`src/include/core_settings.svh`:
```
`ifndef CORE_SETTINGS_SVH
`define CORE_SETTINGS_SVH

// Core geometry
`define CORE_THREADS 4
`define CORE_REGS    16
`define DATA_W       32

// Index widths, tied to the counts above
`define TID_W        2
`define RADDR_W      4

// MOV r0, r0 with condition AL
`define NOP_INSTR    32'hE1A0_0000

`endif

```
`src/verilog/arm_isa_pkg.sv`:
```
`include "core_settings.svh"

package arm_isa_pkg;

    typedef logic [`DATA_W-1:0]  word_t;
    typedef logic [`TID_W-1:0]   tid_t;
    typedef logic [`RADDR_W-1:0] reg_idx_t;

    // Condition field, instr[31:28]
    typedef enum logic [3:0] {
        COND_EQ = 4'h0,
        COND_NE = 4'h1,
        COND_CS = 4'h2,
        COND_CC = 4'h3,
        COND_MI = 4'h4,
        COND_PL = 4'h5,
        COND_VS = 4'h6,
        COND_VC = 4'h7,
        COND_HI = 4'h8,
        COND_LS = 4'h9,
        COND_GE = 4'hA,
        COND_LT = 4'hB,
        COND_GT = 4'hC,
        COND_LE = 4'hD,
        COND_AL = 4'hE,
        COND_NV = 4'hF
    } cond_e;

    // Data-processing opcode, instr[24:21]
    typedef enum logic [3:0] {
        OP_SUB = 4'b0010,
        OP_ADD = 4'b0100,
        OP_CMP = 4'b1010,
        OP_MOV = 4'b1101
    } dp_opcode_e;

    typedef enum logic [1:0] {ALU_ADD, ALU_SUB, ALU_PASS_B} alu_op_e;

    typedef struct packed {
        logic n;
        logic z;
        logic c;
        logic v;
    } flags_t;

endpackage

```
`src/verilog/core_pipe_pkg.sv`:
```
`include "core_settings.svh"

package core_pipe_pkg;

    import arm_isa_pkg::*;

    // Instruction as handed in from outside
    typedef struct packed {
        tid_t                tid;
        logic [`DATA_W-1:0]  instr;
    } issue_t;

    // id/ex register contents
    typedef struct packed {
        logic     valid;
        tid_t     tid;
        cond_e    cond;
        alu_op_e  alu_op;
        word_t    op_a;      // Rn
        word_t    op_b;      // Immediate or Rm
        reg_idx_t rd;
        logic     reg_write;
        logic     set_flags;
    } ex_ctrl_t;

    typedef struct packed {
        tid_t     tid;
        reg_idx_t rd;
        word_t    data;
    } wb_t;

endpackage

```
`src/verilog/thread_regfile.sv`:
```
`timescale 1ns/100ps
`include "core_settings.svh"

module thread_regfile (
    input  logic                  clk,
    input  logic                  rstb,
    input  arm_isa_pkg::tid_t     rd_tid,
    input  arm_isa_pkg::reg_idx_t rn_idx,
    input  arm_isa_pkg::reg_idx_t rm_idx,
    output arm_isa_pkg::word_t    rn_data,
    output arm_isa_pkg::word_t    rm_data,
    input  logic                  wb_valid,
    input  core_pipe_pkg::wb_t    wb
);
    import arm_isa_pkg::*;

    word_t regs [`CORE_THREADS*`CORE_REGS];

    logic [`TID_W+`RADDR_W-1:0] rn_addr;
    logic [`TID_W+`RADDR_W-1:0] rm_addr;
    logic [`TID_W+`RADDR_W-1:0] wr_addr;

    assign rn_addr = {rd_tid, rn_idx};
    assign rm_addr = {rd_tid, rm_idx};
    assign wr_addr = {wb.tid, wb.rd};

    // Writeback lands next edge, so forward it now
    assign rn_data = (wb_valid && wr_addr == rn_addr) ? wb.data : regs[rn_addr];
    assign rm_data = (wb_valid && wr_addr == rm_addr) ? wb.data : regs[rm_addr];

    always_ff @(posedge clk or negedge rstb) begin
        if (!rstb) begin
            for (int i = 0; i < `CORE_THREADS*`CORE_REGS; i++)
                regs[i] <= '0;
        end else if (wb_valid) begin
            regs[wr_addr] <= wb.data;
        end
    end

endmodule

```
`config.mk`:
```
export PLATFORM = sky130hd
export DESIGN_NAME = thread_regfile
export DESIGN_NICKNAME = d
export VERILOG_FILES = /design/src/verilog/arm_isa_pkg.sv /design/src/verilog/core_pipe_pkg.sv /design/src/verilog/thread_regfile.sv
export VERILOG_INCLUDE_DIRS = /design/src /design/src/include
export SDC_FILE = /design/constraint.sdc
export NUM_CORES = 2
export LEC_CHECK = 0
export BUFFER_PORTS_ARGS = -buffer_cell sky130_fd_sc_hd__buf_2
export CAP_MARGIN = 20
export CORE_MARGIN = 2
export CORE_UTILIZATION = 50
export CTS_BUF_LIST = sky130_fd_sc_hd__clkbuf_16
export CTS_CLUSTER_SIZE = 8
export DETAILED_ROUTE_END_ITERATION = 7
export MAX_ROUTING_LAYER = met4
export PLACE_DENSITY = 0.64
export SETUP_SLACK_MARGIN = 0.5
export SYNTH_ARGS = -nofsm -noshare
export SYNTH_HDL_FRONTEND = slang
export SYNTH_SLANG_ARGS = --single-unit
```
`constraint.sdc`:
```
create_clock -name clk -period 2.6 [get_ports clk]
set_input_delay 0.26 -clock clk [delete_from_list [all_inputs] [get_ports clk]]
set_output_delay 0.26 -clock clk [all_outputs]
set_load 0.02 [all_outputs]
```
==> summary.md <==
| Metric | Value |
|---|---|
| Cells on worst reg2reg path | `3` |
| Asr flop ratio synth | `1.00` |
| Worst Hold Depth | `3` |
| Vias in the first global route | `~80,000` |
| DRT iter0 DRCs | `approximately 11,000` |
| GP Congestion | `0.976` |
| Most common cell in the netlist | `mux2_2` |
| Wirelength per Cell | `between 40 and 50 um` |
| Peak supply drop | `0.690 mV` |
| Slew Limit Fails | `0` |
| Crit path DAT | `between 3 and 4 ns` |
| Largest stage delay, worst path | `0.57 ns` |
| Initial antenna violation count | `25` |
| Final Setup Violations | `64` |
| Clock sinks | `between 2,000 and 2,500` |
| Combinational share of power | `0.187` |
| Clk_lat worst skew | `0.92 ns` |
| Internal power | `66,900 uW` |
| Sw frac | `0.273` |
| HPWL Detailed | `290 mm` |
| CTS clk-pin slew, worst paths | `~0.05 ns` |
| Initial Util | `0.504` |
| Least-Margin Pin Slew | `approximately 1.1 ns` |
| Final hold vios | `0` |
| Biggest regs | `regs (2048)` |
| P&R area growth vs syn | `20.2%` |
| Tot GR Track Use | `0.409` |
| Yosys top cell area share | `0.467` |
| I/O pins | `between 100 and 150` |
| Slew margin rel. | `0.291` |
| Antenna Violating Nets Remaining | `0` |
| Fill cells | `16,200` |
| CP Data Required Time | `2.34 ns` |
| Synth Warn # | `0` |
| Area of the multi-input gates | `roughly 56,000 um2` |
| Final cell count without fillers | `around 11,000` |
| Fin crit share | `1.42` |
| Worst path cell trace | `mux4_2, mux4_2, nand3_2, nand4_1, buf_4, buf_6` |
| Crit. End Element | `primary output` |
| Violated checks | `negative setup slack` |
| Synth top area cells | `dfrtp_1 (47%), mux2_2 (21%), mux4_2 (18%), mux2i_1 (4.1%), buf_2 (1.4%)` |
| Synth top cells by count | `mux2_2 (2,077), dfrtp_1 (2,048), mux4_2 (867)` |
| Post-synth EDFFs | `0` |
| Sw Pwr | `25,200 uW` |
| Setup slack, reg-to-reg | `1.60 ns` |
| FF+latch count, synth | `between 2,000 and 2,500` |
| Die Wd | `472 um` |
| Drt pass-1 iters | `8` |
| Hold Path End | `regs[1566]$_DFFE_PN0P_` |
| Crit path max fanout | `2` |
| RR Startpoint | `regs[794]$_DFFE_PN0P_` |
| Post-Syn Area per Cell | `about 15 um2` |
| Worst reg2reg path endpoint | `regs[794]$_DFFE_PN0P_` |
| Row count | `171` |
| Reg area | `51,200 um2` |
| Chip height | `about 470 um` |
| CTS Root Cell | `clkbuf_16` |
| TritonCTS Buffers | `306` |
| First-pass GRT wire length | `624 mm` |
| Core area | `roughly 220,000 um2` |
| Vias/cell | `just over 7` |
| HP Class | `input port to flip-flop` |
| Via count | `79,500` |
| Prevailing post-synth register cell | `dfrtp_1` |
| Largest area contributor in the netlist | `dfrtp_1` |
| Largest register FFs | `around 2,000` |
| Worst Setup Start Kind | `flip-flop` |
| Kind of critical path | `flip-flop to primary output` |
| Worst hold start | `wb[30]` |
| Placed insts | `around 10,000` |
| Fmax | `0.271 GHz` |
| Clock Path Buffers | `4` |
| Post-route DRC | `0` |
| GRT Residual Overflow | `0` |
| Outcome | `finished, violations left` |
| Post-route setup slack | `-1.09 ns` |
| Power Total | `92,100 uW` |
| Leakage power | `just under 0.06 uW` |
| CTS tree | `yes` |
| Routed WL | `444 mm` |
| Port Buf Inserts | `114` |
| Crit path time final | `3.69 ns` |
| Skew final | `0 ns` |
| Nets@finish | `8,110` |
| Worst path slowest cell | `mux4_2` |
| Fraction of layout cells with a size suffix above 1 | `0.574` |
| Die ar. | `between 200,000 and 250,000 um2` |
| CTS H-tree depth | `5` |
| Sequential share of the synthesized area | `0.467` |
| Distinct cells, synth | `56` |
| Pre-CTS WS | `-0.930 ns` |
| Syn Nets | `around 7,500` |
| Cell Pwr Density | `698 nW/um2` |
| Largest Register | `regs` |
| Clk pwr share | `0.383` |
| Sequential Power Share | `0.430` |
| Pin count of the biggest net entering global routing | `121` |
| Cell Area, Synth | `110,000 um2` |
| Crit path top cell by count | `mux4_2` |
| Maxcap violations | `0` |
| RSZ-0062 raised after global routing | `yes` |
| Syn Inst Count | `7,439` |
==> worst max path at each step <==
stage                         start          end  slack [ns]  cells after the start
2_1_floorplan             rn_idx[0]  rn_data[25]        0.36                      8
3_3_place_gp                 wb[32]  rm_data[14]       -0.93                     11
6_report       regs[14]$_DFFE_PN0P_  rm_data[14]       -1.09                      6
4_1_cts        regs[46]$_DFFE_PN0P_  rm_data[14]       -1.05                      6
5_1_grt        regs[14]$_DFFE_PN0P_  rm_data[14]       -1.14                      6
3_5_place_dp                 wb[32]  rm_data[14]       -0.93                     11
==> power groups by stage <==
stage | registers (uW) | clock network (uW) | logic (uW)
2_1_floorplan | 38600 | 0 | 11100
3_3_place_gp | 39500 | 0 | 15700
3_5_place_dp | 39900 | 0 | 16100
4_1_cts | 39400 | 35400 | 16900
5_1_grt | 40000 | 36800 | 18100
6_report | 39600 | 35200 | 17200
==> layout by cell type (no fill, tap or decap), types with 15 or more instances in the layout <==
cell type,synthesis,routed
mux2_2,2077,2071
dfrtp_1,2048,2048
mux4_2,867,867
buf_4,33,689
mux2i_1,444,434
clkbuf_16,0,317
buf_12,0,294
nand2_1,217,195
a22oi_1,190,163
buf_6,8,76
nand3_1,78,63
a31oi_1,55,54
nor2_4,0,53
o22ai_1,60,51
o2111ai_1,58,51
buf_2,309,41
a32oi_1,43,34
a22o_1,34,33
a21oi_1,39,31
nor2b_1,43,30
nand4_1,29,29
a22oi_2,0,27
dlygate4sd3_1,0,26
nor2_1,82,23
a41o_1,19,19
o211ai_1,19,19
diode_2,0,18
o221ai_1,22,17
a32o_2,0,16
nand2_4,0,15
==> timing repair <==
item / in CTS / in global routing
pin swaps: 126 / 59
endpoints found under the hold margin: 1862 / 0
buffers inserted: 94 / 10
gates resized for setup: 245 / 59
endpoints found under the setup margin: 64 / 64
hold buffers: 26 / 0
==> per-stage QoR <==
stage           util  hold WS, ns  area, um2  TNS (ns)
2_1_floorplan      -      -0.0356     111000         0
3_3_place_gp   0.558        0.249     121000    -20.59
3_5_place_dp   0.558        0.251     121000    -20.12
4_1_cts        0.604       0.0146     131000    -34.25
5_1_grt        0.606       0.0477     132000    -36.39
6_report       0.606       0.0593     132000    -33.43
==> metal layers <==
layer,vias to the layer above,wire (um),global-route usage
li1,30000,-,-
met1,42400,165000,0.519
met2,5538,195000,0.581
met3,1566,49800,0.112
met4,0,34300,0.258
met5,-,0,-
==> worst max-delay path: cells and delay by family (launching register included) <==
kind	cells	cell delay, ns
muxes	2	1.05
and+or+nand+nor	2	0.57
buffers and inverters	2	0.47
DFF	1	0.39
==> cells by family after synthesis <==
family | synth area share
compound gates | 0.0447
xor+xnor | 0.000798
buf+inv | 0.0334
flops | 0.467
mux | 0.432
simple gates | 0.0224
==> final cells by class <==
| type | count | share of cell area |
|---|---|---|
| Timing Repair Buffer | 1135 | 0.0950 |
| Sequential cell | 2048 | 0.389 |
| Tap cell | 2854 | 0.0271 |
| Clock buffer | 316 | 0.0600 |
| Clock inverter | 7 | 0.000389 |
| Inverter | 1 | 0.0000285 |
| Multi-Input combinational cell | 4567 | 0.428 |
| Antenna cell | 18 | 0.000342 |
Power figures use the tool's default switching activity.
