<file path="config.mk">
export PLATFORM = sky130hd
export DESIGN_NAME = decode_stage
export DESIGN_NICKNAME = d
export VERILOG_FILES = /design/src/verilog/arm_isa_pkg.sv /design/src/verilog/core_pipe_pkg.sv /design/src/verilog/decode_stage.sv
export VERILOG_INCLUDE_DIRS = /design/src /design/src/include
export SDC_FILE = /design/constraint.sdc
export NUM_CORES = 1
export LEC_CHECK = 0
export ABC_AREA = 1
export BUFFER_PORTS_ARGS = -buffer_cell sky130_fd_sc_hd__clkbuf_2
export CAP_MARGIN = 0
export CORE_MARGIN = 3
export CORE_UTILIZATION = 40
export CTS_CLUSTER_DIAMETER = 80
export DETAILED_ROUTE_END_ITERATION = 12
export GPL_TIMING_DRIVEN = 0
export HOLD_SLACK_MARGIN = 0.03
export PLACE_DENSITY = 0.7
export SETUP_SLACK_MARGIN = 0.15
export SYNTH_ARGS = -nofsm -noshare
export SYNTH_HDL_FRONTEND = slang
export SYNTH_SLANG_ARGS = --single-unit
</file>
<file path="constraint.sdc">
create_clock -name clk -period 2.9 [get_ports clk]
set_input_delay 0.58 -clock clk [delete_from_list [all_inputs] [get_ports clk]]
set_output_delay 0.58 -clock clk [all_outputs]
set_load 0.005 [all_outputs]
</file>
<file path="src/include/core_settings.svh">
`ifndef CORE_SETTINGS_SVH
`define CORE_SETTINGS_SVH

// Core geometry
`define CORE_THREADS 4
`define CORE_REGS    16
`define DATA_W       32

// Index widths, tied to the counts above
`define TID_W        2
`define RADDR_W      4

// MOV r0, r0 with condition AL
`define NOP_INSTR    32'hE1A0_0000

`endif

</file>
<file path="src/verilog/arm_isa_pkg.sv">
`include "core_settings.svh"

package arm_isa_pkg;

    typedef logic [`DATA_W-1:0]  word_t;
    typedef logic [`TID_W-1:0]   tid_t;
    typedef logic [`RADDR_W-1:0] reg_idx_t;

    // Condition field, instr[31:28]
    typedef enum logic [3:0] {
        COND_EQ = 4'h0,
        COND_NE = 4'h1,
        COND_CS = 4'h2,
        COND_CC = 4'h3,
        COND_MI = 4'h4,
        COND_PL = 4'h5,
        COND_VS = 4'h6,
        COND_VC = 4'h7,
        COND_HI = 4'h8,
        COND_LS = 4'h9,
        COND_GE = 4'hA,
        COND_LT = 4'hB,
        COND_GT = 4'hC,
        COND_LE = 4'hD,
        COND_AL = 4'hE,
        COND_NV = 4'hF
    } cond_e;

    // Data-processing opcode, instr[24:21]
    typedef enum logic [3:0] {
        OP_SUB = 4'b0010,
        OP_ADD = 4'b0100,
        OP_CMP = 4'b1010,
        OP_MOV = 4'b1101
    } dp_opcode_e;

    typedef enum logic [1:0] {ALU_ADD, ALU_SUB, ALU_PASS_B} alu_op_e;

    typedef struct packed {
        logic n;
        logic z;
        logic c;
        logic v;
    } flags_t;

endpackage

</file>
<file path="src/verilog/core_pipe_pkg.sv">
`include "core_settings.svh"

package core_pipe_pkg;

    import arm_isa_pkg::*;

    // Instruction as handed in from outside
    typedef struct packed {
        tid_t                tid;
        logic [`DATA_W-1:0]  instr;
    } issue_t;

    // id/ex register contents
    typedef struct packed {
        logic     valid;
        tid_t     tid;
        cond_e    cond;
        alu_op_e  alu_op;
        word_t    op_a;      // Rn
        word_t    op_b;      // Immediate or Rm
        reg_idx_t rd;
        logic     reg_write;
        logic     set_flags;
    } ex_ctrl_t;

    typedef struct packed {
        tid_t     tid;
        reg_idx_t rd;
        word_t    data;
    } wb_t;

endpackage

</file>
<file path="src/verilog/decode_stage.sv">
`timescale 1ns/100ps
`include "core_settings.svh"

module decode_stage (
    input  logic                    clk,
    input  logic                    rstb,
    input  logic                    issue_valid,
    input  core_pipe_pkg::issue_t   issue,
    output arm_isa_pkg::tid_t       rd_tid,
    output arm_isa_pkg::reg_idx_t   rn_idx,
    output arm_isa_pkg::reg_idx_t   rm_idx,
    input  arm_isa_pkg::word_t      rn_data,
    input  arm_isa_pkg::word_t      rm_data,
    output core_pipe_pkg::ex_ctrl_t ex_ctrl
);
    import arm_isa_pkg::*;
    import core_pipe_pkg::*;

    issue_t     issue_q;
    logic       issue_q_valid;
    word_t      instr;
    dp_opcode_e opcode;
    logic       imm_form;
    logic       is_dp;
    logic       op_known;
    alu_op_e    alu_op;
    logic       reg_write;
    logic       set_flags;
    logic [63:0] imm_dbl;
    word_t      imm_val;

    always_ff @(posedge clk or negedge rstb) begin
        if (!rstb) begin
            issue_q_valid <= 1'b0;
            issue_q       <= '{tid: '0, instr: `NOP_INSTR};
        end else begin
            issue_q_valid <= issue_valid;
            if (issue_valid)
                issue_q <= issue;
        end
    end

    assign instr    = issue_q.instr;
    assign rd_tid   = issue_q.tid;
    assign rn_idx   = instr[19:16];
    assign rm_idx   = instr[3:0];
    assign imm_form = instr[25];

    // imm8 rotated right by twice the rotate field
    assign imm_dbl = {2{24'b0, instr[7:0]}} >> {instr[11:8], 1'b0};
    assign imm_val = imm_dbl[31:0];

    always_comb begin
        opcode    = dp_opcode_e'(instr[24:21]);
        // Register form only without a shift
        is_dp     = (instr[27:26] == 2'b00) && (imm_form || instr[11:4] == 8'h00);
        op_known  = 1'b1;
        alu_op    = ALU_PASS_B;
        reg_write = 1'b0;
        set_flags = 1'b0;
        case (opcode)
            OP_MOV: begin
                reg_write = 1'b1;
                set_flags = instr[20];
            end
            OP_ADD: begin
                alu_op    = ALU_ADD;
                reg_write = 1'b1;
                set_flags = instr[20];
            end
            OP_SUB: begin
                alu_op    = ALU_SUB;
                reg_write = 1'b1;
                set_flags = instr[20];
            end
            OP_CMP: begin
                alu_op    = ALU_SUB;
                set_flags = 1'b1;  // Flags only, no result
            end
            default: op_known = 1'b0;
        endcase
    end

    always_ff @(posedge clk or negedge rstb) begin
        if (!rstb) begin
            ex_ctrl <= '0;
        end else begin
            ex_ctrl.valid     <= issue_q_valid && is_dp && op_known;
            ex_ctrl.tid       <= issue_q.tid;
            ex_ctrl.cond      <= cond_e'(instr[31:28]);
            ex_ctrl.alu_op    <= alu_op;
            ex_ctrl.op_a      <= rn_data;
            ex_ctrl.op_b      <= imm_form ? imm_val : rm_data;
            ex_ctrl.rd        <= instr[15:12];
            ex_ctrl.reg_write <= reg_write;
            ex_ctrl.set_flags <= set_flags;
        end
    end

    // Back-to-back issue from one thread would miss the writeback bypass
    a_thread_spacing: assert property (@(posedge clk) disable iff (!rstb)
        issue_valid && $past(issue_valid) |-> issue.tid != $past(issue.tid))
        else $error("thread %0d issued on consecutive cycles", issue.tid);

endmodule

</file>
==> results_dict.tcl <==
set metrics [dict create \
    muxShareOfSynthArea_pct 4.97 \
    async_flop_share_pct 100 \
    vias 3559 \
    num_io_pins 190 \
    area_growth_pct 39.4 \
    crit_type "register to output port" \
    cts-htree-levels 4 \
    critPathRequiredTime_ns 2.32 \
    dr.pass1.iters 4 \
    hold_viol_final 0 \
    p_int_mw 3.26 \
    synth_cell_types 31 \
    critPathMaxFanout 4 \
    slew_headroom_pct 40.8 \
    arrival_ns 1.18 \
    drtIter0Drc 140 \
    synth_xor_area_share_pct 0 \
    die_area_sq_um 12100 \
    hpwl_um 8280 \
    nNetsFinal 706 \
    worstSkewPairLatency_ns 0.51 \
    worstHoldPathType "input port to async pin" \
    grt_pass1_vias 3439 \
    vias_per_cell 4.72 \
    route.detailed.drc 0 \
    portBuffers 189 \
    finalCritPeriodShare_pct 60.5 \
    synth_ff_type "dfrtp_1" \
    hold_buffers 0 \
    synth_top_family_by_area "simple AND/OR/NAND/NOR gates" \
    grt_pass1_wl_um 16900 \
    synth_compound_area_share_pct 4.73 \
    clockPowerShare_pct 45.9 \
    finalMaxSlewViolations 0 \
    p_sw_mw 1.04 \
    fillers 933 \
    cts_buffers 17 \
    start_util_pct 41.4 \
    root_buffer "clkbuf_8" \
    cellLeakagePower_nw 3.20 \
    use_met3_pct 5.81 \
    synth_warnings 0 \
    finalClockSkew_ns 0.0153 \
    drtAntennaViolNets 0 \
    clkSinkCount 114 \
    yosys.area_share.simple_pct 18.4 \
    grtUsageMet1_pct 23.4 \
    cap_violations 0 \
    swShare_pct 24.3 \
    grt-busiest-layer "met2" \
    cts_tree "built" \
    core_area_sq_um 10400 \
    gp_congestion 0.810 \
    wirelength_um 10900 \
    finalSetupViolCount 0 \
    die_w_um 110 \
    seqCellArea_sq_um 2860 \
    antenna_found_initial 0 \
    path_clk_slew_ns 0.05 \
    critPathLaunchType "register" \
    syn-cell-area_sq_um 4310 \
    tightest_slew_ns 0.888 \
    multiInputGateArea_sq_um 1210 \
    die_height_um 110 \
    period_needed_ns 1.76 \
    pwr-share-seq_pct 41.7 \
    post-place-cells 722 \
    grt_max_degree 115 \
    power_density_nw_per_um2 716 \
    synthAdderAreaFrac_pct 0 \
    synth_seq_cells 114 \
    grt_use_met2_pct 29.5 \
    end_kind "output port" \
    synth_edf_count 0 \
    fin_cells 754 \
    synth_fp_nets 498 \
    rows 37 \
    clockBufferDepth 2 \
    synth_cells 397 \
    cts.repair.resized 0 \
    drive_gt1_share_pct 44.5 \
    grt_use_total_pct 18.5 \
    cts_setup_buffers 0 \
    routedWlPerCell_um 14.4 \
    vdd_ir_drop_max_uv 343 \
    power_frac_comb_pct 12.4 \
    grt_overflow 0 \
    rsz0062_at_grt "false" \
    status "completed" \
    tns_ns 0 \
    clock.fmax_mhz 570 \
    syn_avg_cell_area_sq_um 10.9 \
    synth.yosys.seq_area_share_pct 66.4 \
    n_antenna_cell 0 \
]
## cells in the final DEF, fill, tap and decap left out, drive strengths merged
master      n
clkbuf    216
nand2     110
dfrtp     108
nand3      37
o21ai      25
buf        23
inv        20
mux2       19
nand4      17
nor2       13
dfstp       6
clkinv      6
a21oi       3
o211ai      2
a22oi       2
clkinvlp    2
bufinv      2
o21a        1
a21boi      1
or2         1
o21bai      1
o31ai       1
nor3        1
nor3b       1
## worst max-delay path, cell delays in order (launching register included)
cell and delay (ns):
dfrtp_1 0.42, buf_4 0.16, clkbuf_2 0.10
## per-stage QoR
step / power [mW] / worst slack [ns] / hold WS, ns / utilization (%) / area, sq um
after floorplan: 2.07 / 1.67 / 0.284 / - / 4310
after global placement: 2.35 / -0.225 / 0.357 / 52.1 / 5430
after detailed placement: 2.36 / 1.41 / 0.366 / 52.2 / 5430
after CTS: 4.36 / 1.12 / 0.154 / 57.7 / 6010
after global routing: 4.52 / 1.09 / 0.152 / 57.7 / 6010
final: 4.30 / 1.14 / 0.152 / 57.7 / 6010
## power by group through the flow
stage	Combinational [mW]	Clock, mW	Sequential (mW)
floorplan	0.247	0	1.83
global placement	0.528	0	1.82
detailed placement	0.538	0	1.82
CTS	0.541	2.02	1.80
global route	0.604	2.11	1.81
finish	0.531	1.97	1.79
## worst paths after layout
kind,to,cells after the start,startpoint,slack [ns]
max in group asynchronous,instr[0],1,rstb,2.09
hold / removal,ex_ctrl[14],1,rstb,0.15
hold reg to reg,ex_ctrl[5],0,instr[15],0.37
setup / recovery,rm_idx[0],2,instr[0],1.14
setup reg to reg,ex_ctrl[23],5,instr[25],1.42
min in group clk,ex_ctrl[54],1,rn_data[16],0.17
## per-layer routing
metal  part of all wire [%]  wire length [um]
met1                     43              4630
met2                     48              5210
met3                    8.3               898
met4                    1.3               140
met5                      0                 0
## Yosys cell counts, drive strengths merged, types with 2 or more instances
master,n,area [sq um]
o21ai,25,129
nand2,110,423
nor2,13,53.8
inv,20,75.1
clkbuf,4,15.0
mux2,19,214
o211ai,2,15.0
a22oi,2,15.0
buf,23,145
a21oi,3,15.0
dfrtp,108,2700
dfstp,6,158
nand4,17,106
nand3,37,190
## logic make-up (layout without fill, tap and decap cells)
family	count (synthesis)	in the layout
AOI/OAI and AO/OA	36	36
buffers and inverters	48	269
DFF	114	114
muxes	19	19
and+or+nand+nor	180	180
## registers in the layout (all words and copies together) (netlist names)
name	count
ex_ctrl	79
instr	32
rd_tid	2
issue_q_valid	1
## cell type report
class                      instances  area share [%]
sequential                       114            47.6
multi-input combinational        235            20.1
timing repair buffer             189            15.9
clock buffer                      23            7.77
tap                              136            2.83
buffer                            27            2.67
clock inverter                     9            1.79
inverter                          21            1.31
(Power assumes the default switching activity.)
