[src/include/core_settings.svh]
`ifndef CORE_SETTINGS_SVH
`define CORE_SETTINGS_SVH

// Core geometry
`define CORE_THREADS 4
`define CORE_REGS    16
`define DATA_W       32

// Index widths, tied to the counts above
`define TID_W        2
`define RADDR_W      4

// MOV r0, r0 with condition AL
`define NOP_INSTR    32'hE1A0_0000

`endif

[src/verilog/arm_isa_pkg.sv]
`include "core_settings.svh"

package arm_isa_pkg;

    typedef logic [`DATA_W-1:0]  word_t;
    typedef logic [`TID_W-1:0]   tid_t;
    typedef logic [`RADDR_W-1:0] reg_idx_t;

    // Condition field, instr[31:28]
    typedef enum logic [3:0] {
        COND_EQ = 4'h0,
        COND_NE = 4'h1,
        COND_CS = 4'h2,
        COND_CC = 4'h3,
        COND_MI = 4'h4,
        COND_PL = 4'h5,
        COND_VS = 4'h6,
        COND_VC = 4'h7,
        COND_HI = 4'h8,
        COND_LS = 4'h9,
        COND_GE = 4'hA,
        COND_LT = 4'hB,
        COND_GT = 4'hC,
        COND_LE = 4'hD,
        COND_AL = 4'hE,
        COND_NV = 4'hF
    } cond_e;

    // Data-processing opcode, instr[24:21]
    typedef enum logic [3:0] {
        OP_SUB = 4'b0010,
        OP_ADD = 4'b0100,
        OP_CMP = 4'b1010,
        OP_MOV = 4'b1101
    } dp_opcode_e;

    typedef enum logic [1:0] {ALU_ADD, ALU_SUB, ALU_PASS_B} alu_op_e;

    typedef struct packed {
        logic n;
        logic z;
        logic c;
        logic v;
    } flags_t;

endpackage

[src/verilog/core_pipe_pkg.sv]
`include "core_settings.svh"

package core_pipe_pkg;

    import arm_isa_pkg::*;

    // Instruction as handed in from outside
    typedef struct packed {
        tid_t                tid;
        logic [`DATA_W-1:0]  instr;
    } issue_t;

    // id/ex register contents
    typedef struct packed {
        logic     valid;
        tid_t     tid;
        cond_e    cond;
        alu_op_e  alu_op;
        word_t    op_a;      // Rn
        word_t    op_b;      // Immediate or Rm
        reg_idx_t rd;
        logic     reg_write;
        logic     set_flags;
    } ex_ctrl_t;

    typedef struct packed {
        tid_t     tid;
        reg_idx_t rd;
        word_t    data;
    } wb_t;

endpackage

[src/verilog/alu.sv]
`timescale 1ns/100ps

module alu (
    input  arm_isa_pkg::word_t    a,
    input  arm_isa_pkg::word_t    b,
    input  arm_isa_pkg::alu_op_e  op,
    output arm_isa_pkg::word_t    result,
    output arm_isa_pkg::flags_t   flags
);
    import arm_isa_pkg::*;

    localparam int MSB = $bits(word_t) - 1;

    logic [MSB+1:0] sum;
    logic           ovf;

    always_comb begin
        sum = '0;
        ovf = 1'b0;
        case (op)
            ALU_ADD: begin
                sum = {1'b0, a} + {1'b0, b};
                ovf = (a[MSB] == b[MSB]) && (sum[MSB] != a[MSB]);
            end
            ALU_SUB: begin
                // Carry out is NOT borrow, as ARM defines it
                sum = {1'b0, a} + {1'b0, ~b} + 1'b1;
                ovf = (a[MSB] != b[MSB]) && (sum[MSB] != a[MSB]);
            end
            default: sum = {1'b0, b};  // Pass B, C stays 0
        endcase
    end

    assign result  = sum[MSB:0];
    assign flags.n = sum[MSB];
    assign flags.z = (sum[MSB:0] == '0);
    assign flags.c = sum[MSB+1];
    assign flags.v = ovf;

    a_op_legal: assert final (op inside {ALU_ADD, ALU_SUB, ALU_PASS_B})
        else $error("illegal ALU op %0b", op);

endmodule

[src/verilog/execute_stage.sv]
`timescale 1ns/100ps

module execute_stage (
    input  logic                    clk,
    input  logic                    rstb,
    input  core_pipe_pkg::ex_ctrl_t ex_ctrl,
    output arm_isa_pkg::tid_t       flags_tid,
    input  arm_isa_pkg::flags_t     cur_flags,
    output logic                    flag_update,
    output arm_isa_pkg::flags_t     new_flags,
    output logic                    wb_valid,
    output core_pipe_pkg::wb_t      wb
);
    import arm_isa_pkg::*;
    import core_pipe_pkg::*;

    word_t  alu_result;
    flags_t alu_flags;
    logic   cond_ok;
    logic   exec;

    function automatic logic cond_pass(cond_e cond, flags_t f);
        case (cond)
            COND_EQ: return f.z;
            COND_NE: return !f.z;
            COND_CS: return f.c;
            COND_CC: return !f.c;
            COND_MI: return f.n;
            COND_PL: return !f.n;
            COND_VS: return f.v;
            COND_VC: return !f.v;
            COND_HI: return f.c && !f.z;
            COND_LS: return !f.c || f.z;
            COND_GE: return f.n == f.v;
            COND_LT: return f.n != f.v;
            COND_GT: return !f.z && (f.n == f.v);
            COND_LE: return f.z || (f.n != f.v);
            COND_AL: return 1'b1;
            default: return 1'b0;  // NV
        endcase
    endfunction

    alu i_alu (
        .a      (ex_ctrl.op_a),
        .b      (ex_ctrl.op_b),
        .op     (ex_ctrl.alu_op),
        .result (alu_result),
        .flags  (alu_flags)
    );

    assign flags_tid   = ex_ctrl.tid;
    assign cond_ok     = cond_pass(ex_ctrl.cond, cur_flags);
    assign exec        = ex_ctrl.valid && cond_ok;
    assign flag_update = exec && ex_ctrl.set_flags;
    assign new_flags   = alu_flags;  // C and V already 0 for MOV

    always_ff @(posedge clk or negedge rstb) begin
        if (!rstb)
            wb_valid <= 1'b0;
        else
            wb_valid <= exec && ex_ctrl.reg_write;
    end

    always_ff @(posedge clk) begin
        if (exec && ex_ctrl.reg_write)
            wb <= '{tid: ex_ctrl.tid, rd: ex_ctrl.rd, data: alu_result};
    end

    a_wb_valid_known: assert property (@(posedge clk) disable iff (!rstb)
        !$isunknown(wb_valid))
        else $error("wb_valid unknown");

endmodule

[config.mk]
export PLATFORM = sky130hd
export DESIGN_NAME = execute_stage
export DESIGN_NICKNAME = d
export VERILOG_FILES = /design/src/verilog/arm_isa_pkg.sv /design/src/verilog/core_pipe_pkg.sv /design/src/verilog/alu.sv /design/src/verilog/execute_stage.sv
export VERILOG_INCLUDE_DIRS = /design/src /design/src/include
export SDC_FILE = /design/constraint.sdc
export NUM_CORES = 1
export LEC_CHECK = 0
export BUFFER_PORTS_ARGS = -buffer_cell sky130_fd_sc_hd__buf_2
export CELL_PAD_IN_SITES_DETAIL_PLACEMENT = 1
export CELL_PAD_IN_SITES_GLOBAL_PLACEMENT = 1
export CORE_MARGIN = 2
export CORE_UTILIZATION = 44
export CTS_CLUSTER_DIAMETER = 80
export DETAILED_ROUTE_END_ITERATION = 8
export PLACE_DENSITY = 0.95
export SLEW_MARGIN = 20
export SYNTH_ARGS = -nofsm -noshare
export SYNTH_HDL_FRONTEND = slang
export SYNTH_SLANG_ARGS = --single-unit
[constraint.sdc]
create_clock -name clk -period 6.2 [get_ports clk]
set_input_delay 0 -clock clk [delete_from_list [all_inputs] [get_ports clk]]
set_output_delay 0 -clock clk [all_outputs]
set_load 0.1 [all_outputs]
==> metrics.csv <==
stage,metric,value,unit
synth,synth_edf_count,38,
floorplan,dieHeight,117,um
worst_setup_path,slowest_delay,720,ps
route,avgViaCountPerCell,6.13,
status,status,"finished, final reports clean",
global_route,overflow,0,
timing,drv_slew,0,
route,drt_iter0_markers,472,
route,wirelength,20700,um
route,avgRoutedWirePerCell,20.7,um
route,vias,6143,
worst_setup_path,slowest_stage,a2111oi_1,
route,ant_nets,0,
cells_and_area,syn2layout_area_growth,16.8,%
timing,finalCritPeriodShare,0.779,
floorplan,core-area,0.0125,mm2
cells_and_area,n_antenna_cell,0,
place,hpwl,16600,um
clock_tree,root_buffer,clkbuf_16,
power_and_ir_drop,finalPower,1.27,mW
synth,synth_cells,721,
floorplan,rows,41,
synth,netlist_top_cells_area,"edfxtp_1, ha_1, a21oi_1, nor2_1, xnor2_1",
synth,avgSynthCellArea,7.75,um2
global_route,grt_pass1_wl,32000,um
timing,fin_setup_tns,0,ps
floorplan,start_util,0.446,
synth,yosysSeqAreaShare,0.209,
power_and_ir_drop,power.leakage,2.83,nW
global_route,antenna_found_initial,0,
place,io_buffers,130,
place,postPlaceCellArea,0.00629,mm2
place,place_ws,1510,ps
timing,fmax,0.207,GHz
floorplan,die_w,117,um
timing,rsz0062_at_grt,false,
synth,synth_area,0.00559,mm2
worst_setup_path,worstPathCellList,"buf_2, inv_1, ha_1, nor2b_1, a2111oi_1, a211oi_1, o31ai_1, o211ai_1, a311oi_1, mux2i_1, xnor2_1, a211oi_1, or4b_1, nor4_2, buf_2",
clock_tree,post_cts_resized,0,
floorplan,die-area,0.0136,mm2
clock_tree,clk_pin_slew,50,ps
route,drtPass1Iterations,5,
cells_and_area,nets,981,
clock_tree,cts_setup_buffers,0,
cells_and_area,drive_gt1_frac,0.193,
route,drc,0,
power_and_ir_drop,p_per_area,195,mW/mm2
global_route,grt_pass1_vias,6123,
worst_setup_path,cp.arrival,4830,ps
synth,yosysWarnings,0,
worst_setup_path,required,6200,ps
timing,fin_crit,4830,ps
power_and_ir_drop,vdd_drop_max,0.114,mV
synth,synthDistinctLibCells,78,
worst_setup_path,worst_setup_path_end_kind,primary output,
job,drv_cap,0,
clock_tree,cts_buffers,5,
worst_setup_path,cp_max_fo,10,
synth,synth_nets,873,
place,finalWeightedCongestion,0.966,
timing,hold_viol_final,0,
global_route,grtUsageTotal,0.303,
clock_tree,cts_tree,done,
cells_and_area,fin_area,0.00653,mm2
timing,max_slew_margin,0.397,
clock_tree,htreeDepth,2,
synth,synth_top_flop_cell,edfxtp_1,
clock_tree,clock_path_buffers,2,
timing,worst_slew_pin_slew,897,ps
clock_tree,cts_sinks,39,
worst_setup_path,cp-start-kind,input port,
timing,setup_violations,0,
worst_setup_path,critPathBufInv,3,
floorplan,pin_count,131,
worst_setup_path,cp_num_cells,15,
clock_tree,holdBufCountCts,7,
hold_path,holdCritPathClass,input port to asynchronous set/reset pin,
worst_setup_path,path_delay_family,compound AO/OA/AOI/OAI gates,
synth,yosys.area.top_type_share,0.204,
synth,synth_area_leader_cell,edfxtp_1,
synth,synthArstFlopShare,0.0256,
synth,synth-seq-cells,39,
timing,fin_ws,1370,ps
global_route,grt_max_degree,51,
worst_setup_path,setup.worst_path.class,input port to primary output,
routing by layer:
metal / wire length, um / share of wire / GRT usage / up-vias
li1: - / - / - / 2872
met1: 8580 / 0.41 / 0.390 / 2909
met2: 9750 / 0.47 / 0.515 / 301
met3: 1690 / 0.082 / 0.0368 / 61
met4: 702 / 0.034 / 0.122 / 0
met5: 0 / 0 / 0 / -
layout by cell type, fill, tap and decap left out, types with 19 or more instances in the layout:
cell	synthesis	final
buf_2	7	130
edfxtp_1	38	38
a21oi_1	60	60
inv_1	54	54
nor3_1	19	19
ha_1	65	65
o21ai_0	39	39
xnor2_1	25	25
nand2_1	58	58
nor2_1	65	64
layout make-up:
cell class / count / area, um2
timing repair buffer: 141 / 763
clock inverter: 2 / 13.8
sequential: 39 / 1170
clock buffer: 6 / 129
tap: 172 / 215
inverter: 59 / 221
fill: 1606 / 5990
multi-input combinational: 583 / 4020
per-stage QoR:
stage | hold WS, ps | std cells | utilization
floorplan | -296 | 721 | -
global placement | -214 | 986 | 0.503
detailed placement | -215 | 986 | 0.503
CTS | 14.5 | 1001 | 0.520
global route | 14.9 | 1002 | 0.521
finish | 19.7 | 1002 | 0.521
sequential cells by signal, summed over array words and instances (netlist names):
signal / cells
wb: 38
wb_valid: 1
logic make-up after synthesis:
kind of cell             count (synthesis)  synth area share
AO/OA/AOI/OAI                          235             0.283
XOR/XNOR                                31            0.0486
adder cells (fa/ha/maj)                 67             0.153
buffers and inverters                   99            0.0734
flip-flops                              39             0.209
multiplexers                            11            0.0197
AND/OR/NAND/NOR                        239             0.214
where the power goes:
part	switching [mW]	internal, mW	leakage (nW)
clock network	0.109	0.149	0.0708
logic	0.488	0.202	2.41
registers	0.00612	0.318	0.356
total	0.603	0.669	2.83
path summary, 6_finish.rpt:
| kind | start | end | slack, ps |
|---|---|---|---|
| setup / recovery | ex_ctrl[12] | new_flags[2] | 1370 |
| hold / removal | rstb | wb_valid | 20 |
| max in group asynchronous | rstb | wb_valid | 6090 |
| min in group clk | ex_ctrl[8] | wb[2] | 100 |
cells in the mapped netlist, drive strengths merged, types with 4 or more instances:
library cell / number
a21oi: 61
xnor2: 25
ha: 65
a211oi: 17
o21ai: 53
nand2b: 6
or3: 14
o22ai: 8
o41ai: 4
a21o: 13
mux2i: 11
o211ai: 8
nor2: 65
o21a: 9
buf: 17
nand3: 14
nand4: 10
o311ai: 4
and2: 4
or4: 7
a31oi: 6
nor2b: 14
inv: 59
edfxtp: 38
nor3: 19
nand2: 58
nor4: 10
o21bai: 5
xor2: 6
o31ai: 7
clkbuf: 23
Note: power is estimated with default switching activity, not from simulation.
