File: config.mk
export PLATFORM = sky130hd
export DESIGN_NAME = cpsr_bank
export DESIGN_NICKNAME = d
export VERILOG_FILES = /design/src/verilog/arm_isa_pkg.sv /design/src/verilog/cpsr_bank.sv
export VERILOG_INCLUDE_DIRS = /design/src /design/src/include
export SDC_FILE = /design/constraint.sdc
export NUM_CORES = 1
export LEC_CHECK = 0
export ABC_AREA = 1
export BUFFER_PORTS_ARGS = -buffer_cell sky130_fd_sc_hd__buf_4
export CORE_MARGIN = 4
export CORE_UTILIZATION = 57
export DETAILED_ROUTE_END_ITERATION = 7
export GPL_TIMING_DRIVEN = 0
export PLACE_DENSITY = 0.83
export SYNTH_ARGS = -nofsm -noshare
export SYNTH_HDL_FRONTEND = slang
export SYNTH_SLANG_ARGS = --single-unit
export TNS_END_PERCENT = 10
File: constraint.sdc
create_clock -name clk -period 1.1 [get_ports clk]
set_input_delay 0.22 -clock clk [delete_from_list [all_inputs] [get_ports clk]]
set_output_delay 0.22 -clock clk [all_outputs]
set_load 0.01 [all_outputs]
File: src/include/core_settings.svh
`ifndef CORE_SETTINGS_SVH
`define CORE_SETTINGS_SVH

// Core geometry
`define CORE_THREADS 4
`define CORE_REGS    16
`define DATA_W       32

// Index widths, tied to the counts above
`define TID_W        2
`define RADDR_W      4

// MOV r0, r0 with condition AL
`define NOP_INSTR    32'hE1A0_0000

`endif

File: src/verilog/arm_isa_pkg.sv
`include "core_settings.svh"

package arm_isa_pkg;

    typedef logic [`DATA_W-1:0]  word_t;
    typedef logic [`TID_W-1:0]   tid_t;
    typedef logic [`RADDR_W-1:0] reg_idx_t;

    // Condition field, instr[31:28]
    typedef enum logic [3:0] {
        COND_EQ = 4'h0,
        COND_NE = 4'h1,
        COND_CS = 4'h2,
        COND_CC = 4'h3,
        COND_MI = 4'h4,
        COND_PL = 4'h5,
        COND_VS = 4'h6,
        COND_VC = 4'h7,
        COND_HI = 4'h8,
        COND_LS = 4'h9,
        COND_GE = 4'hA,
        COND_LT = 4'hB,
        COND_GT = 4'hC,
        COND_LE = 4'hD,
        COND_AL = 4'hE,
        COND_NV = 4'hF
    } cond_e;

    // Data-processing opcode, instr[24:21]
    typedef enum logic [3:0] {
        OP_SUB = 4'b0010,
        OP_ADD = 4'b0100,
        OP_CMP = 4'b1010,
        OP_MOV = 4'b1101
    } dp_opcode_e;

    typedef enum logic [1:0] {ALU_ADD, ALU_SUB, ALU_PASS_B} alu_op_e;

    typedef struct packed {
        logic n;
        logic z;
        logic c;
        logic v;
    } flags_t;

endpackage

File: src/verilog/cpsr_bank.sv
`timescale 1ns/100ps
`include "core_settings.svh"

module cpsr_bank (
    input  logic                clk,
    input  logic                rstb,
    input  arm_isa_pkg::tid_t   rd_tid,
    output arm_isa_pkg::flags_t cur_flags,
    input  logic                update,
    input  arm_isa_pkg::flags_t new_flags
);
    import arm_isa_pkg::*;

    flags_t cpsr [`CORE_THREADS];

    assign cur_flags = cpsr[rd_tid];

    // Read and write thread are both the one in execute
    always_ff @(posedge clk or negedge rstb) begin
        if (!rstb) begin
            for (int i = 0; i < `CORE_THREADS; i++)
                cpsr[i] <= '0;
        end else if (update) begin
            cpsr[rd_tid] <= new_flags;
        end
    end

endmodule

==> results of run 1 <==
## stage by stage
stage,area (um2),TNS (ns),power [W]
2_1_floorplan,806,0,0.000920
3_5_place_dp,900,-0.0977,0.00104
6_report,971,-0.646,0.00145
5_1_grt,971,-0.906,0.00154
4_1_cts,963,-0.611,0.00145
3_3_place_gp,900,-0.0818,0.00103
## synth_stat cells (all sizes together)
master,count
nand3,15
nand2,65
nor2,3
o21ai,4
clkbuf,1
buf,3
dfrtp,16
inv,6
## logic make-up after synthesis
kind of cell,count (synthesis),share of synthesized area
compound gates,4,0.0248
buf+inv,10,0.0559
flops,16,0.497
simple gates,83,0.422
## path summary, 6_finish.rpt
path | from | end | slack, ns | depth (start not counted)
worst max-delay path | cpsr[15] | cur_flags[3] | -0.19 | 5
worst min-delay path | new_flags[2] | cpsr[10] | 0.18 | 3
worst max register to register | cpsr[9] | cpsr[9] | 0.37 | 3
worst min register to register | cpsr[10] | cpsr[10] | 0.48 | 2
max in group asynchronous | rstb | cpsr[7] | 0.60 | 2
min in group asynchronous | rstb | cpsr[8] | 0.32 | 2
## routing by layer
layer | GRT usage | part of all wire
met1 | 0.233 | 0.42
met2 | 0.340 | 0.48
met3 | 0.0356 | 0.073
met4 | 0.0877 | 0.023
met5 | 0 | 0
## final cells by class
cell class                      count  area, um2
Buffer                              4       22.5
Clock buffer                        4       36.3
Fill cell                         113        347
Inverter                            6       22.5
Multi-Input combinational cell     87        363
Sequential cell                    16        400
Tap cell                           15       18.8
Timing Repair Buffer               12        108
## critical path: stages, from the launching register on
cell	delay, ns
dfrtp_1	0.39
nand2_1	0.07
nand2_1	0.05
nand2_1	0.07
nand2_1	0.08
buf_6	0.12
## what timing repair did
item | CTS | global route
pin swaps | 0 | 2
buffers inserted | 0 | 1
hold buffers | 1 | 0
gates resized for setup | 5 | 0
endpoints found under the setup margin | 4 | 4
hold endpoints to repair | 16 | 0
## power by group
part,switching (W),internal (W),leakage (nW)
combinational,0.000183,0.000150,0.339
clock,0.000186,0.000202,0.0210
sequential,0.0000490,0.000681,0.200
total,0.000418,0.00103,0.560
==> results.rst, run 1 <==
.. list-table::
   :header-rows: 1

   * - Metric
     - Value
   * - Via count of the first global-routing pass
     - 703
   * - Class of the tightest hold or removal check
     - input port to flop
   * - Global-route wire length before repair
     - 2.88 mm
   * - Via count of the routed design
     - 780
   * - Worst vdd ir
     - 904 uV
   * - Synth Net Count
     - 122
   * - CTS tree
     - yes
   * - Kind of critical path
     - flop to output port
   * - Area Growth Syn to Fin
     - 20.5%
   * - Post-route clock skew
     - 0 ns
   * - Antenna-violating nets left
     - 0
   * - Portion of the post-synthesis area used by sequential elements
     - 0.497
   * - Pin count of the biggest net entering global routing
     - 17
   * - Post-Layout Cell Count
     - 144
   * - Remaining max-slew budget at the tightest pin
     - 0.813
   * - Port-buffer cells
     - 10
   * - Warnings from Yosys
     - 0
   * - CTS Root Buffer Type
     - clkbuf_4
   * - Mean area per synthesized cell
     - 7.13 um2
   * - WP data arrival
     - 1.07 ns
   * - Status
     - complete, but fails checks
   * - Reg with most FFs
     - cpsr
   * - Die boundary height
     - 45.6 um
   * - Pwr/cell area
     - 1490 nW/um2
   * - Core outline area
     - 1320 um2
   * - Unrepaired setup endpoints after global routing
     - true
   * - IO Count
     - 13
   * - Highest fanout seen on the critical path
     - 2
   * - Post-Route Utilization
     - 0.737
   * - Pre-CTS setup slack
     - -0.0305 ns
   * - Max reg flops
     - 16
   * - Detailed-routing iteration count for the pre-antenna-repair pass
     - 6
   * - Worst-case hold slack
     - 0.183 ns
   * - Max Buffers Root-to-Sink
     - 2
   * - Final setup violation count
     - 4
   * - # DRC
     - 0
   * - Most area-hungry cell type in the Yosys netlist
     - dfrtp_1
   * - Placed cells
     - 138
   * - Cts bufs inserted
     - 3
   * - Flip-flop and latch count after synthesis
     - 16
   * - Most common cell after layout, fill and taps aside
     - nand2_1
   * - Required time of the critical path
     - 0.88 ns
   * - Max-cap violations
     - 0
   * - Clock input transition at the sequential cells of the worst setup and hold paths
     - 0.09 ns
   * - Leftover overflow at the end of global routing
     - 0
   * - Minimum clock period after layout
     - 1.29 ns
   * - Initial core utilization
     - 0.612
   * - Netlist area before placement
     - 806 um2
   * - Violated checks
     - negative setup slack
   * - Clock Latency Late Sink
     - 0.29 ns
   * - Total detailed-routing wirelength
     - 1.71 mm
   * - Inserted Diodes
     - 0
   * - Placement Rows
     - 13
   * - Count of pins over their slew limit
     - 0
   * - Die area
     - 2080 um2
   * - Worst Tran Pin Value
     - 0.279 ns
   * - Nets
     - 139
   * - Area contributors post-synth
     - dfrtp_1 (50%), nand2_1 (30%), nand3_1 (8.7%), o21ai_0 (2.5%), inv_1 (2.3%)
   * - Leakage
     - 0.560 nW
   * - Number of antenna violations at the first check in global routing
     - 0
   * - Distinct cell type count of the synthesized netlist
     - 12
   * - Share of layout cells above drive strength 1
     - 0.186
   * - Detail Placement HPWL
     - 1.22 mm
   * - DR iter-0 viols
     - 41
   * - Vias per inst
     - 5.42
   * - Horiz. Die Dim
     - 45.6 um
   * - H-Tree Level Count
     - 1
   * - Top library cells by usage in the layout, fill and taps aside
     - nand2_1 (64), dfrtp_1 (16), nand3_1 (14)
   * - Count of final hold-check violations
     - 0
   * - Average wire per cell in the routed design
     - 11.9 um
   * - Period utilization
     - 1.17
   * - Critical path capture point type
     - output port
   * - Final GP Congestion
     - 0.785
   * - Area share of the largest cell type after synthesis
     - 0.497
   * - Global Route Usage Sum
     - 0.196
   * - Smallest setup slack after layout
     - -0.190 ns
   * - Top flop regs
     - cpsr x16
   * - Nature of the critical path startpoint
     - flop
   * - Post-Synthesis Cells
     - 113
   * - Clock sink count
     - 16
   * - F_max
     - 0.775 GHz
Note: power is estimated with default switching activity, not from simulation.
==> inputs of run 2 (changes only) <==
- CTS_BUF_LIST: default -> sky130_fd_sc_hd__clkbuf_16
==> results.rst, run 2 (same netlist as run 1, synthesis figures left out) <==
.. list-table::
   :header-rows: 1

   * - Metric
     - Value
   * - Post-route setup TNS
     - -0.388 ns (was -0.646 ns)
   * - Number of cells on the worst reg-to-reg path
     - 3 (unchanged)
   * - HP Start
     - new_flags[2] (unchanged)
   * - Longest individual stage delay on the worst path
     - 0.38 ns (was 0.39 ns)
   * - Period utilization
     - 1.10 (was 1.17)
   * - Core outline area
     - 1320 um2 (unchanged)
   * - Cts bufs inserted
     - 3 (unchanged)
   * - Port-buffer cells
     - 10 (unchanged)
   * - Required time of the critical path
     - 0.88 ns (about the same)
   * - Nets
     - 139 (unchanged)
   * - Worst vdd ir
     - 1220 uV (was 904 uV)
   * - Reg with most FFs
     - cpsr (unchanged)
   * - Final GP Congestion
     - 0.785 (unchanged)
   * - Kind of critical path
     - flop to output port (unchanged)
   * - Inserted Diodes
     - 0 (unchanged)
   * - Detailed-routing iteration count for the pre-antenna-repair pass
     - 4 (was 6)
   * - Clock Latency Late Sink
     - 0.24 ns (was 0.29 ns)
   * - Die area
     - 2080 um2 (unchanged)
   * - Area Growth Syn to Fin
     - 25.8% (was 20.5%)
   * - Worst Hold Path EP
     - cpsr[10] (unchanged)
   * - Footprint of the multi-input gates
     - 363 um2 (unchanged)
   * - Storage element area
     - 400 um2 (unchanged)
   * - Crit-path leading delay family
     - flip-flops (unchanged)
   * - IO Count
     - 13 (unchanged)
   * - Worst-case hold slack
     - 0.231 ns (was 0.183 ns)
   * - Max-cap violations
     - 0 (unchanged)
   * - Horiz. Die Dim
     - 45.6 um (unchanged)
   * - Most frequent cell on the critical path
     - nand2_1 (unchanged)
   * - Global Route Usage Sum
     - 0.204 (was 0.196)
   * - Buffers and inverters on the worst path
     - 1 (unchanged)
   * - H-Tree Level Count
     - 1 (unchanged)
   * - Top library cells by usage in the layout, fill and taps aside
     - nand2_1 (64), dfrtp_1 (16), nand3_1 (14) (unchanged)
   * - Pin count of the biggest net entering global routing
     - 17 (unchanged)
   * - Average wire per cell in the routed design
     - 12.0 um (was 11.9 um)
   * - Most common cell after layout, fill and taps aside
     - nand2_1 (unchanged)
   * - Status
     - complete, but fails checks (unchanged)
   * - Leftover overflow at the end of global routing
     - 0 (unchanged)
   * - Critical path capture point type
     - output port (unchanged)
   * - Post-route clock skew
     - 0 ns (unchanged)
   * - Nature of the critical path startpoint
     - flop (unchanged)
   * - Share of layout cells above drive strength 1
     - 0.178 (was 0.186)
   * - Minimum clock period after layout
     - 1.21 ns (was 1.29 ns)
   * - Highest fanout seen on the critical path
     - 2 (unchanged)
   * - Hold Crit Depth
     - 3 (unchanged)
   * - Remaining max-slew budget at the tightest pin
     - 0.822 (was 0.813)
   * - Global-route wire length before repair
     - 3.00 mm (was 2.88 mm)
   * - Final setup violation count
     - 4 (unchanged)
   * - Total detailed-routing wirelength
     - 1.73 mm (was 1.71 mm)
   * - CTS Root Buffer Type
     - clkbuf_16 (was clkbuf_4)
   * - CP cell instances
     - nand2_1 -> nand2_1 -> nand2_1 -> nand2_1 -> buf_6 (unchanged)
   * - Antenna-violating nets left
     - 0 (unchanged)
   * - Detail Placement HPWL
     - 1.22 mm (unchanged)
   * - Smallest setup slack after layout
     - -0.110 ns (was -0.190 ns)
   * - # DRC
     - 0 (unchanged)
   * - Max reg flops
     - 16 (unchanged)
   * - DR iter-0 viols
     - 28 (was 41)
   * - Via count of the first global-routing pass
     - 732 (was 703)
   * - Setup slack of the worst register-to-register path
     - 0.38 ns (was 0.37 ns)
   * - Leakage
     - 0.577 nW (was 0.560 nW)
   * - Vias per inst
     - 5.42 (unchanged)
   * - DP Area
     - 900 um2 (unchanged)
   * - Via count of the routed design
     - 780 (unchanged)
   * - Placement Rows
     - 13 (unchanged)
   * - Die boundary height
     - 45.6 um (unchanged)
   * - Clock sink count
     - 16 (unchanged)
   * - WP data arrival
     - 0.99 ns (was 1.07 ns)
   * - Critical-path top delay cell
     - dfrtp_1 (unchanged)
   * - Pwr/cell area
     - 1740 nW/um2 (was 1490 nW/um2)
   * - Worst Tran Pin Value
     - 0.267 ns (was 0.279 ns)
   * - Final Cell Area
     - 1010 um2 (was 971 um2)
   * - Max Buffers Root-to-Sink
     - 2 (unchanged)
   * - Class of the tightest hold or removal check
     - input port to flop (unchanged)
   * - Top flop regs
     - cpsr x16 (unchanged)
   * - Launch instance of the worst register-to-register path
     - cpsr[9] (unchanged)
   * - Number of antenna violations at the first check in global routing
     - 0 (unchanged)
   * - Violated checks
     - negative setup slack (unchanged)
   * - Count of pins over their slew limit
     - 0 (unchanged)
   * - F_max
     - 0.827 GHz (was 0.775 GHz)
   * - CTS tree
     - yes (unchanged)
   * - Count of final hold-check violations
     - 0 (unchanged)
   * - Initial core utilization
     - 0.612 (unchanged)
   * - Worst reg2reg path endpoint
     - cpsr[9] (unchanged)
   * - Clock input transition at the sequential cells of the worst setup and hold paths
     - 0.05 ns (was 0.09 ns)
   * - Number of fill cells in the layout
     - 104 (was 113)
   * - Unrepaired setup endpoints after global routing
     - true (unchanged)
run 2: cell types whose count changed in the layout (fill, tap and decap cells not counted):
cell | before | now
clkbuf_16 | 0 | 3
clkbuf_4 | 3 | 0
clkbuf_8 | 1 | 0
clkinv_1 | 0 | 1
run 2: how the worst max path moves through the flow:
stage,endpoint,start,slack [ns],depth (start not counted)
after floorplan,cur_flags[0],rd_tid[1],0.22,4
after global placement,cur_flags[2],rd_tid[0],-0.03,7
after detailed placement,cur_flags[3],rd_tid[0],-0.03,7
after CTS,cur_flags[2],cpsr[14],-0.11,5
after global routing,cur_flags[2],cpsr[14],-0.17,5
final,cur_flags[3],cpsr[15],-0.11,5
run 2: metrics by stage:
stage / utilization / total power [W] / worst slack, ns / instances
floorplan: - / 0.000920 / 0.216 / 113
CTS: 0.762 / 0.00176 / -0.105 / 143
detailed placement: 0.683 / 0.00104 / -0.0305 / 138
finish: 0.769 / 0.00176 / -0.110 / 144
global route: 0.769 / 0.00186 / -0.172 / 144
global placement: 0.683 / 0.00103 / -0.0308 / 138
run 2: worst min-delay path: stages:
cell     delay [ns]
buf_4          0.10
nand3_1        0.07
nand2_1        0.05
run 2: area by class of cell:
type,instances,share of cell area
clock buffers,3,0.0741
clock inverters,1,0.00370
flip-flops and latches,16,0.395
inverters,6,0.0222
well taps,15,0.0185
repair buffers,12,0.106
multi-input cells,87,0.358
plain buffers,4,0.0222
run 2: layer usage:
metal  part of all wire  vias up  track usage
met5                  0        -            0
met4              0.016        0        0.105
met3              0.069        3       0.0356
met2               0.49       28        0.348
met1               0.43      365        0.243
li1                   -      384            -
run 2: power breakdown:
group | internal, W | switching, W | leakage, nW
combinational | 0.000150 | 0.000184 | 0.339
clock | 0.000481 | 0.000215 | 0.0385
sequential | 0.000684 | 0.0000494 | 0.200
run 2: repair_timing:
item	in CTS	in global routing
gates resized for setup	4	1
cloned	0	0
setup endpoints to repair	4	4
hold endpoints to repair	16	0
buffers inserted	0	1
pin swaps	0	2
hold buffers	1	0
